$ cat src/hdl/uart_defines.svh
// UART build constants
`ifndef UART_DEFINES_SVH
`define UART_DEFINES_SVH

// System clock in Hz
`define UART_CLOCK_FREQUENCY 10_000_000

// Serial line rate in bits per second
`define UART_BAUD_RATE 625_000

// Clocks between baud ticks
// Four ticks per bit, so a bit is 4 * UART_CLKS_PER_TICK clocks
`define UART_CLKS_PER_TICK (`UART_CLOCK_FREQUENCY / (4 * `UART_BAUD_RATE))

// FIFO address width
// Depth is 2**UART_FIFO_DEPTH_LOG2 bytes
`define UART_FIFO_DEPTH_LOG2 2

// Frame format is fixed
// 8 data bits, no parity, one stop bit
`define UART_DATA_BITS 8

`endif

$ cat src/hdl/uart_pkg.sv
// UART shared types
package uart_pkg;

    // Transmitter states
    typedef enum logic [1:0] {
        TX_IDLE,
        TX_START,
        TX_DATA,
        TX_STOP
    } tx_state_e;

    // Receiver states
    typedef enum logic [1:0] {
        RX_IDLE,
        RX_START,
        RX_DATA,
        RX_STOP
    } rx_state_e;

    typedef struct packed {
        logic empty;
        logic full;
    } fifo_flags_t;

    // CPU-visible status byte, tx_ready in bit 0
    typedef struct packed {
        logic [3:0] reserved;
        logic       rx_error;
        logic       rx_avail;
        logic       tx_empty;
        logic       tx_ready;
    } uart_status_t;

endpackage

$ cat src/hdl/uart_fifo.sv
// Byte FIFO, first word fall through
`timescale 1ns/1ns

module uart_fifo #(
    parameter int DEPTH_LOG2 = 2
) (
    input  logic                   clk,
    input  logic                   rst,
    input  logic                   push,
    input  logic                   pop,
    input  logic [7:0]             wdata,
    output logic [7:0]             rdata,
    output uart_pkg::fifo_flags_t  flags
);

    localparam int DEPTH = 2 ** DEPTH_LOG2;

    logic [7:0]            mem [DEPTH];
    logic [DEPTH_LOG2-1:0] wr_ptr;
    logic [DEPTH_LOG2-1:0] rd_ptr;
    logic [DEPTH_LOG2:0]   count;
    logic                  do_push;
    logic                  do_pop;

    assign flags.empty = (count == '0);
    assign flags.full  = (count == (DEPTH_LOG2 + 1)'(DEPTH));

    // Overflow and underflow requests are dropped
    assign do_push = push && !flags.full;
    assign do_pop  = pop && !flags.empty;

    assign rdata = mem[rd_ptr];

    always_ff @(posedge clk) begin
        if (do_push) begin
            mem[wr_ptr] <= wdata;
        end
    end

    always_ff @(posedge clk) begin
        if (rst) begin
            wr_ptr <= '0;
            rd_ptr <= '0;
            count  <= '0;
        end else begin
            if (do_push) begin
                wr_ptr <= wr_ptr + 1'b1;
            end
            if (do_pop) begin
                rd_ptr <= rd_ptr + 1'b1;
            end
            if (do_push && !do_pop) begin
                count <= count + 1'b1;
            end else if (do_pop && !do_push) begin
                count <= count - 1'b1;
            end
        end
    end

endmodule

$ cat src/hdl/uart_baud_timer.sv
// Baud tick generator
`timescale 1ns/1ns
`include "uart_defines.svh"

module uart_baud_timer (
    input  logic clk,
    input  logic rst,
    output logic tick
);

    localparam int CLKS = `UART_CLKS_PER_TICK;
    localparam int CW   = (CLKS > 1) ? $clog2(CLKS) : 1;

    logic [CW-1:0] count;

    // Free running, one pulse per wrap
    always_ff @(posedge clk) begin
        if (rst) begin
            count <= '0;
            tick  <= 1'b0;
        end else begin
            tick <= (count == CW'(CLKS - 1));
            if (count == CW'(CLKS - 1)) begin
                count <= '0;
            end else begin
                count <= count + 1'b1;
            end
        end
    end

endmodule

$ cat src/hdl/uart_tx.sv
// UART transmitter
`timescale 1ns/1ns

module uart_tx (
    input  logic       clk,
    input  logic       rst,
    input  logic       tick,
    input  logic       start,
    input  logic [7:0] byte_in,
    output logic       busy,
    output logic       txd
);

    uart_pkg::tx_state_e state;
    logic [1:0]          phase;
    logic [2:0]          bit_idx;
    logic [7:0]          shreg;

    assign busy = (state != uart_pkg::TX_IDLE);

    always_ff @(posedge clk) begin
        if (rst) begin
            state   <= uart_pkg::TX_IDLE;
            phase   <= '0;
            bit_idx <= '0;
            txd     <= 1'b1;
        end else begin
            case (state)
                uart_pkg::TX_IDLE: begin
                    if (start) begin
                        shreg <= byte_in;
                        txd   <= 1'b0;
                        phase <= '0;
                        state <= uart_pkg::TX_START;
                    end
                end
                uart_pkg::TX_START: begin
                    if (tick) begin
                        phase <= phase + 1'b1;
                        if (phase == 2'd3) begin
                            txd     <= shreg[0];
                            bit_idx <= '0;
                            state   <= uart_pkg::TX_DATA;
                        end
                    end
                end
                uart_pkg::TX_DATA: begin
                    if (tick) begin
                        phase <= phase + 1'b1;
                        if (phase == 2'd3) begin
                            // LSB first, shift toward bit 0
                            if (bit_idx == 3'd7) begin
                                txd   <= 1'b1;
                                state <= uart_pkg::TX_STOP;
                            end else begin
                                shreg   <= shreg >> 1;
                                txd     <= shreg[1];
                                bit_idx <= bit_idx + 1'b1;
                            end
                        end
                    end
                end
                uart_pkg::TX_STOP: begin
                    if (tick) begin
                        phase <= phase + 1'b1;
                        if (phase == 2'd3) begin
                            state <= uart_pkg::TX_IDLE;
                        end
                    end
                end
                default: state <= uart_pkg::TX_IDLE;
            endcase
        end
    end

endmodule

$ cat src/hdl/uart_rx.sv
// UART receiver
`timescale 1ns/1ns

module uart_rx (
    input  logic       clk,
    input  logic       rst,
    input  logic       tick,
    input  logic       rxd,
    output logic       done,
    output logic       frame_err,
    output logic [7:0] byte_out
);

    uart_pkg::rx_state_e state;
    logic [1:0]          sync;
    logic                rxd_s;
    logic [1:0]          phase;
    logic [2:0]          bit_idx;
    logic [7:0]          shreg;

    // Two-flop synchronizer, idle high
    always_ff @(posedge clk) begin
        if (rst) begin
            sync <= 2'b11;
        end else begin
            sync <= {sync[0], rxd};
        end
    end

    assign rxd_s    = sync[1];
    assign byte_out = shreg;

    always_ff @(posedge clk) begin
        if (rst) begin
            state     <= uart_pkg::RX_IDLE;
            phase     <= '0;
            bit_idx   <= '0;
            done      <= 1'b0;
            frame_err <= 1'b0;
        end else begin
            done      <= 1'b0;
            frame_err <= 1'b0;
            case (state)
                uart_pkg::RX_IDLE: begin
                    if (tick && !rxd_s) begin
                        phase <= '0;
                        state <= uart_pkg::RX_START;
                    end
                end
                uart_pkg::RX_START: begin
                    if (tick) begin
                        phase <= phase + 1'b1;
                        // Second tick after detection is mid start bit
                        if (phase == 2'd1) begin
                            phase <= '0;
                            if (rxd_s) begin
                                state <= uart_pkg::RX_IDLE;
                            end else begin
                                bit_idx <= '0;
                                state   <= uart_pkg::RX_DATA;
                            end
                        end
                    end
                end
                uart_pkg::RX_DATA: begin
                    if (tick) begin
                        phase <= phase + 1'b1;
                        if (phase == 2'd3) begin
                            shreg   <= {rxd_s, shreg[7:1]};
                            bit_idx <= bit_idx + 1'b1;
                            if (bit_idx == 3'd7) begin
                                state <= uart_pkg::RX_STOP;
                            end
                        end
                    end
                end
                uart_pkg::RX_STOP: begin
                    if (tick) begin
                        phase <= phase + 1'b1;
                        if (phase == 2'd3) begin
                            // Low stop bit means a broken frame
                            done      <= rxd_s;
                            frame_err <= !rxd_s;
                            state     <= uart_pkg::RX_IDLE;
                        end
                    end
                end
                default: state <= uart_pkg::RX_IDLE;
            endcase
        end
    end

endmodule

$ cat src/hdl/uart_controller.sv
// UART controller top level
`timescale 1ns/1ns
`include "uart_defines.svh"

module uart_controller (
    input  logic                   clk,
    input  logic                   rst,
    input  logic                   rx,
    input  logic                   wr_en,
    input  logic                   read,
    input  logic [15:0]            data,
    output logic [7:0]             data_out,
    output uart_pkg::uart_status_t status_out,
    output logic                   tx,
    output logic                   uart_wait
);

    uart_pkg::fifo_flags_t tx_flags;
    uart_pkg::fifo_flags_t rx_flags;
    logic [7:0]            tx_head;
    logic [7:0]            rx_byte;
    logic                  tx_push;
    logic                  tx_pop;
    logic                  tx_start;
    logic                  tx_busy;
    logic                  rx_push;
    logic                  rx_pop;
    logic                  rx_done;
    logic                  rx_frame_err;
    logic                  tick;

    // CPU side, only the low data byte is sent
    assign tx_push = wr_en && !tx_flags.full;
    assign rx_pop  = read && !rx_flags.empty;

    // Serial side, start and pop share one cycle
    assign tx_start = !tx_flags.empty && !tx_busy;
    assign tx_pop   = tx_start;
    assign rx_push  = rx_done && !rx_flags.full;

    uart_fifo #(.DEPTH_LOG2(`UART_FIFO_DEPTH_LOG2)) tx_fifo (
        .clk   (clk),
        .rst   (rst),
        .push  (tx_push),
        .pop   (tx_pop),
        .wdata (data[7:0]),
        .rdata (tx_head),
        .flags (tx_flags)
    );

    uart_fifo #(.DEPTH_LOG2(`UART_FIFO_DEPTH_LOG2)) rx_fifo (
        .clk   (clk),
        .rst   (rst),
        .push  (rx_push),
        .pop   (rx_pop),
        .wdata (rx_byte),
        .rdata (data_out),
        .flags (rx_flags)
    );

    uart_baud_timer baud_i (
        .clk  (clk),
        .rst  (rst),
        .tick (tick)
    );

    uart_tx tx_i (
        .clk     (clk),
        .rst     (rst),
        .tick    (tick),
        .start   (tx_start),
        .byte_in (tx_head),
        .busy    (tx_busy),
        .txd     (tx)
    );

    uart_rx rx_i (
        .clk       (clk),
        .rst       (rst),
        .tick      (tick),
        .rxd       (rx),
        .done      (rx_done),
        .frame_err (rx_frame_err),
        .byte_out  (rx_byte)
    );

    always_ff @(posedge clk) begin
        if (rst) begin
            status_out <= '0;
            uart_wait  <= 1'b0;
        end else begin
            // Refused write raises wait, accepted write clears it
            if (wr_en) begin
                uart_wait <= tx_flags.full;
            end
            status_out.reserved <= '0;
            status_out.tx_ready <= !tx_flags.full;
            status_out.tx_empty <= tx_flags.empty;
            status_out.rx_avail <= !rx_flags.empty;
            // Sticky until the next read strobe
            if (rx_frame_err) begin
                status_out.rx_error <= 1'b1;
            end else if (read) begin
                status_out.rx_error <= 1'b0;
            end
        end
    end

endmodule

$ cat config.mk
export PLATFORM = sky130hd
export DESIGN_NAME = uart_controller
export DESIGN_NICKNAME = d
export VERILOG_FILES = /design/src/hdl/uart_pkg.sv /design/src/hdl/uart_fifo.sv /design/src/hdl/uart_baud_timer.sv /design/src/hdl/uart_tx.sv /design/src/hdl/uart_rx.sv /design/src/hdl/uart_controller.sv
export VERILOG_INCLUDE_DIRS = /design/src /design/src/hdl
export SDC_FILE = /design/constraint.sdc
export NUM_CORES = 1
export LEC_CHECK = 0
export BUFFER_PORTS_ARGS = -buffer_cell sky130_fd_sc_hd__buf_4
export CORE_MARGIN = 10
export CORE_UTILIZATION = 55
export DETAILED_ROUTE_END_ITERATION = 10
export PLACE_DENSITY = 0.77
export SLEW_MARGIN = 20
export SYNTH_ARGS = -nofsm -noshare
export SYNTH_HDL_FRONTEND = slang
export SYNTH_HIERARCHICAL = 1
export SYNTH_SLANG_ARGS = --single-unit
$ cat constraint.sdc
create_clock -name clk -period 3.06 [get_ports clk]
set_input_delay 0.306 -clock clk [delete_from_list [all_inputs] [get_ports clk]]
set_output_delay 0.306 -clock clk [all_outputs]
set_load 0.05 [all_outputs]
======== Word level (Yosys, flattened, before mapping) ========
Memory sizes are Yosys's and may differ from the RTL's. A register that Yosys moved wholly into a read port is not among the register bits.
Index checks and enable logic that the tools add are counted.
word-level totals
  register bits ........................... 61
  bits in writable memories ............... 64
  input port bits ......................... 21
  output and inout port bits .............. 18
  memories ................................ 2
operators by class
  add/subtract/negate cells ............... 13
  equal/unequal tests ..................... 34
  muxes and demuxes ....................... 65
  bitwise gates (word level) .............. 4
  reductions and logical operators ........ 48
memory list
  memory       depth  bits a word  read ports  clocked after Yosys merged registers in  wr ports  line             text
  rx_fifo.mem  4      8            1           1                                        1         uart_fifo.sv:18  logic [7:0] mem [DEPTH];
  tx_fifo.mem  4      8            1           1                                        1         uart_fifo.sv:18
operators with widths
  operator                                          number
  two-way mux 2 bit                                 27
  two-way mux 3 bit                                 14
  two-way mux 8 bit                                 4
  AND reduction 6 bit                               4
  != test 2 x 1 -> 1 bit, second input constant     11
  != test 2 bit, second input constant              9
  case mux 2 bit (4 select lines)                   2
  case mux 8 bit (2 select lines)                   1
  AND reduction 8 bit                               2
  adder 2 x 1 -> 2 bit, second input constant       7
  == test 2 bit, second input constant              7
  nonzero test 2 bit                                7
  logical AND 1 bit                                 13
  adder 3 x 1 -> 3 bit, second input constant       4
  == test 3 bit, second input constant              4
  two-way mux 1 bit                                 12
  case mux 3 bit (2 select lines)                   2
  zero test 1 bit                                   10
  == test 2 x 1 -> 1 bit, second input constant     3
  zero test 3 bit                                   2
  case mux 2 bit (3 select lines)                   1
  subtractor 3 x 1 -> 3 bit, second input constant  2
  zero test 2 bit                                   2
  NOT 1 bit                                         4
  9 further kinds                                   10

======== Logic depth before layout (Yosys ltp) ========
  depth in word-level cells ............... 8
  mapped depth ............................ 11
  gate-level depth less buffers ........... 11

======== Hierarchy ========
The synthesis kept the hierarchy.
by module, submodules not included
  module           instances  cells each  area each (sq um)
  uart_fifo        2          90          1,620.3
  uart_tx          1          84          937.1
  uart_rx          1          65          813.3
  uart_controller  1          22          210.2
  uart_baud_timer  1          7           103.8

======== Least setup slack after synthesis ========
OpenSTA, ideal clock, no wires.
  kind .................................... register to register
  start ................................... register tx_i.state[0]
  end ..................................... register tx_fifo.count[2]
  data arrival time ....................... 2.117 ns
  setup slack ............................. 0.873 ns
  cell stages (with the launch flop) ...... 12
  path buffers ............................ 0
  period minus slack after synthesis ...... 2.187 ns
  path through ............................ dfxtp_1 inv_1 ha_1 inv_1 nor2_1 o31ai_2 ha_1 inv_1 fa_1 xor2_1 or3_1 a21oi_1
between the ends
  word-level cells in the longest chain between the ends .. 7
ends and longest elaborated chain
  element                                                         line                   text
  from (decl)                                                     uart_tx.sv:14          uart_pkg::tx_state_e state;
  from (signal assigned)                                          uart_tx.sv:23          state <= uart_pkg::TX_IDLE;
  from (signal assigned)                                          uart_tx.sv:34          state <= uart_pkg::TX_START;
  from (signal assigned)                                          uart_tx.sv:43          state <= uart_pkg::TX_DATA;
  nonzero test 2 bit *                                            uart_tx.sv:19          assign busy = (state != uart_pkg::TX_IDLE);
  named net tx_busy                                               uart_controller.sv:25  logic tx_busy;
  zero test 1 bit *                                               uart_controller.sv:37  assign tx_start = !tx_flags.empty && !tx_busy;
  logical AND 1 bit *                                             uart_controller.sv:37
  named net tx_pop                                                uart_controller.sv:23  logic tx_pop;
  logical AND 1 bit *                                             uart_fifo.sv:30        assign do_pop = pop && !flags.empty;
  zero test 1 bit                                                 uart_fifo.sv:52        if (do_push && !do_pop) begin
  logical AND 1 bit                                               uart_fifo.sv:52
  two-way mux 3 bit / nonzero test 2 bit (equally long branches)  -
  to (signal assigned)                                            uart_fifo.sv:53        count <= count + 1'b1;
  to (signal assigned)                                            uart_fifo.sv:55        count <= count - 1'b1;
  to (decl)                                                       uart_fifo.sv:21        logic [DEPTH_LOG2:0] count;
The timed path passes the listed nets; every way through them passes the cells marked *.
A chain may end at the register's enable or synchronous reset.

======== Worst setup path in the final report ========
Same ends and word-level chain as after synthesis.

==> reports/results.tsv <==
stage	metric	value	unit
detailed_routing	drt wl/cell	16.7	um
floorplanning	Rows	35	
timing	Worst Clk Skew	7.32	ps
critical_path	Crit path required time	3510	ps
floorplanning	Starting Density	56.9	%
detailed_routing	DR vias/cell	5.43	
placement	GP Congestion	0.732	
critical_path	R2R cell count	11	
clock_network	TritonCTS clock tree	built	
min_path	hold path depth	3	
pwr	share of power burned in registers	42.1	%
timing	RSZ-0062 raised after global routing	false	
grt	largest net degree at the start of global routing	47	
logic_synthesis	Yosys reg bits	125	
timing	Max Clock Freq	0.407	GHz
critical_path	Critical Path End Type	register	
placement	pre-CTS setup slack	633	ps
layout	Final Cell Area	0.00627	mm^2
timing	min Tclk post-route	2460	ps
detailed_routing	Final ANT Viol Nets	0	
logic_synthesis	EDFF count, synth	80	
clock_network	total setup buffers inserted after CTS	0	
timing	final hold violation count	0	
critical_path	Critical-path top delay cell	dfxtp_1	
critical_path	CP cell instances	inv_1, ha_1, inv_1, nor2_1, o31ai_2, ha_1, inv_1, fa_1, xor2_1, or3_1, a21oi_1	
pwr	Net Sw Power	1.40	mW
layout	ant diodes	0	
critical_path	Worst path top cell family by delay	adder cells	
pwr	switch share	28.2	%
logic_synthesis	Mapped Cells	358	
detailed_routing	DR iter-0 viols	186	
layout	Core Util, Final	67.3	%
layout	most frequent cells in the layout	80 x edfxtp_1, 45 x dfxtp_1, 27 x ha_1, 27 x buf_4, 20 x nor2_1	
detailed_routing	drc violations	0	
critical_path	Critical Path Most Common Cell	inv_1	
clock_network	clk slew on worst S/H paths	60	ps
floorplanning	Ports	39	
floorplanning	die width	118	um
timing	Slew Limit Fails	0	
floorplanning	Core Area	0.00933	mm^2
pwr	Logic pwr share	18.1	%
pwr	clock power share	39.8	%
pwr	VDD IR-drop max	0.000555	V
grt	number of global-route vias before repair	3125	
logic_synthesis	Syn. warnings	6	
placement	HPWL after DPL	5770	um
timing	setup ws final	601	ps
logic_synthesis	ys async rst share	0	%
critical_path	critical path arrival	2910	ps
grt	first-pass GRT wire length	15500	um
critical_path	startpoint types	register	
grt	initial antenna violation count	0	
logic_synthesis	ys flop type	edfxtp_1	
min_path	min-delay worst type	input port to register	
timing	Final setup violation count	0	
grt	All-Layer GR Usage	13.7	%
floorplanning	die area	0.0140	mm^2
timing	Least-Margin Pin Slew	576	ps
layout	fin nets	450	
timing	Slew Limit Headroom	61.6	%
logic_synthesis	synthesized area per cell	14.8	um^2
clock_network	CTS H-tree lvls	4	
timing	setup TNS	0	ps
pwr	pwr/cell area	793	mW/mm^2
logic_synthesis	Cell Area, Synth	0.00531	mm^2
detailed_routing	Via Count	2942	
critical_path	worst path bufs/invs	3	
timing	fin crit share	80.4	%
placement	number of port buffers	26	
outcome	status	completed	
grt	grt total ovfl	0	
pwr	internal power	3.57	mW
critical_path	slowest cell delay on critical path	400	ps
clock_network	Max Root-Sink Buffers	2	
placement	dpl cell area	0.00559	mm^2
flow_run	max-cap violations	0	
critical_path	CP Class	register to register	
clock_network	Root Driver	clkbuf_8	
layout	commonest non-fill, non-tap cell in the layout	edfxtp_1	
logic_synthesis	Synth cell types	63	
floorplanning	height of the die	118	um
clock_network	Num Clock Sinks	125	
clock_network	total CTS buffers	17	
critical_path	Crit path depth	11	
detailed_routing	routed wire length	9040	um
critical_path	CP max FO	5	
detailed_routing	TritonRoute pass-1 iters	4	
layout	P&R area growth vs syn	18.3	%
pwr	P_leak	2.32	nW
clock_network	worst-skew pair later-pin latency	520	ps
layout	layout cells sized above 1	24.5	%
logic_synthesis	sequential share of the synthesized area	62.3	%
-- worst paths after layout --
kind                                     from                to  slack [ps]
worst min-delay path                    wr_en         uart_wait          70
worst min register to register   rx_i/sync[0]      rx_i/sync[1]         400
worst max-delay path            tx_i/state[0]  tx_fifo/count[2]         600
worst max register to register  tx_i/state[0]  tx_fifo/count[2]         600
-- cell families after synthesis --
family          count (synthesis)  share of synthesized area [%]
compound gates                 43                           5.99
xor+xnor                        8                           1.32
fa+ha+maj                      29                           7.12
buf+inv                        33                           2.90
flops                         125                           62.3
mux                            30                           9.69
other cells                     1                         0.0707
simple gates                   89                           10.6
-- per-stage QoR --
stage	std cells	hold slack (ps)	total power [mW]
after floorplan	361	368	2.80
after global placement	501	393	2.97
after detailed placement	501	391	3.01
after CTS	542	55.4	5.01
after global routing	542	70.7	5.20
final	542	70.8	4.97
-- metal layers --
layer  share of wire [%]  wire length, um  global-route usage (%)  vias to the layer above
met5                   0                0                       0                        -
met2                  49             4400                    21.6                       58
li1                    -                -                       -                     1421
met4                 1.3              119                    6.41                        0
met3                 5.1              460                    4.28                       12
met1                  45             4070                    16.9                     1451
-- power groups by stage --
| stage | clock network (mW) | registers (mW) | logic (mW) |
|---|---|---|---|
| floorplan | 0 | 2.13 | 0.678 |
| global placement | 0 | 2.13 | 0.840 |
| detailed placement | 0 | 2.13 | 0.872 |
| CTS | 2.01 | 2.10 | 0.903 |
| global route | 2.09 | 2.12 | 0.988 |
| finish | 1.98 | 2.09 | 0.898 |
-- registers in the layout (all words and copies together) (netlist names), 2 cells and up, named ones only --
register / cells
status_out: 4
rx_fifo/count: 3
tx_i/shreg: 8
tx_fifo/mem: 32
rx_i/byte_out: 8
tx_i/state: 2
tx_fifo/rd_ptr: 2
tx_i/phase: 2
baud_i/count: 2
tx_fifo/count: 3
rx_i/sync: 2
rx_fifo/mem: 32
rx_i/bit_idx: 3
tx_i/bit_idx: 3
rx_i/phase: 2
rx_fifo/wr_ptr: 2
rx_fifo/rd_ptr: 2
tx_fifo/wr_ptr: 2
-- Yosys cell counts (all sizes together) (4+ instances only) --
cell,n,area (um^2)
nor2,23,93.8
or3,4,25.0
inv,17,63.8
mux2i,6,60.1
buf,10,66.3
nor3,6,46.3
nand2,5,18.8
nand2b,8,57.6
xor2,8,70.1
edfxtp,80,2400
mux2,8,93.8
a21oi,12,67.6
nor3b,6,65.1
o21ai,8,40.0
ha,27,338
nor2b,10,67.6
nand3,4,20.0
and2,9,56.3
clkbuf,6,23.8
dfxtp,45,901
mux4,16,360
-- what timing repair did --
action	in CTS	in global routing
setup endpoints to repair	0	0
resized for setup	0	0
endpoints found under the hold margin	33	0
hold buffers	9	0
-- tightest hold or removal path: cells and delay by family --
family                 cells  cell delay [ps]
AND/OR/NAND/NOR            1               90
multiplexers               1               70
buffers and inverters      1               90
-- area by class of cell --
type | count | area, um^2
sequential | 125 | 3300
clock buffer | 17 | 414
timing repair buffer | 36 | 293
clock inverter | 15 | 179
inverter | 17 | 63.8
multi-input combinational | 203 | 1860
fill | 640 | 3050
tap | 129 | 161
No activity file was read; power rests on OpenSTA's default activity.
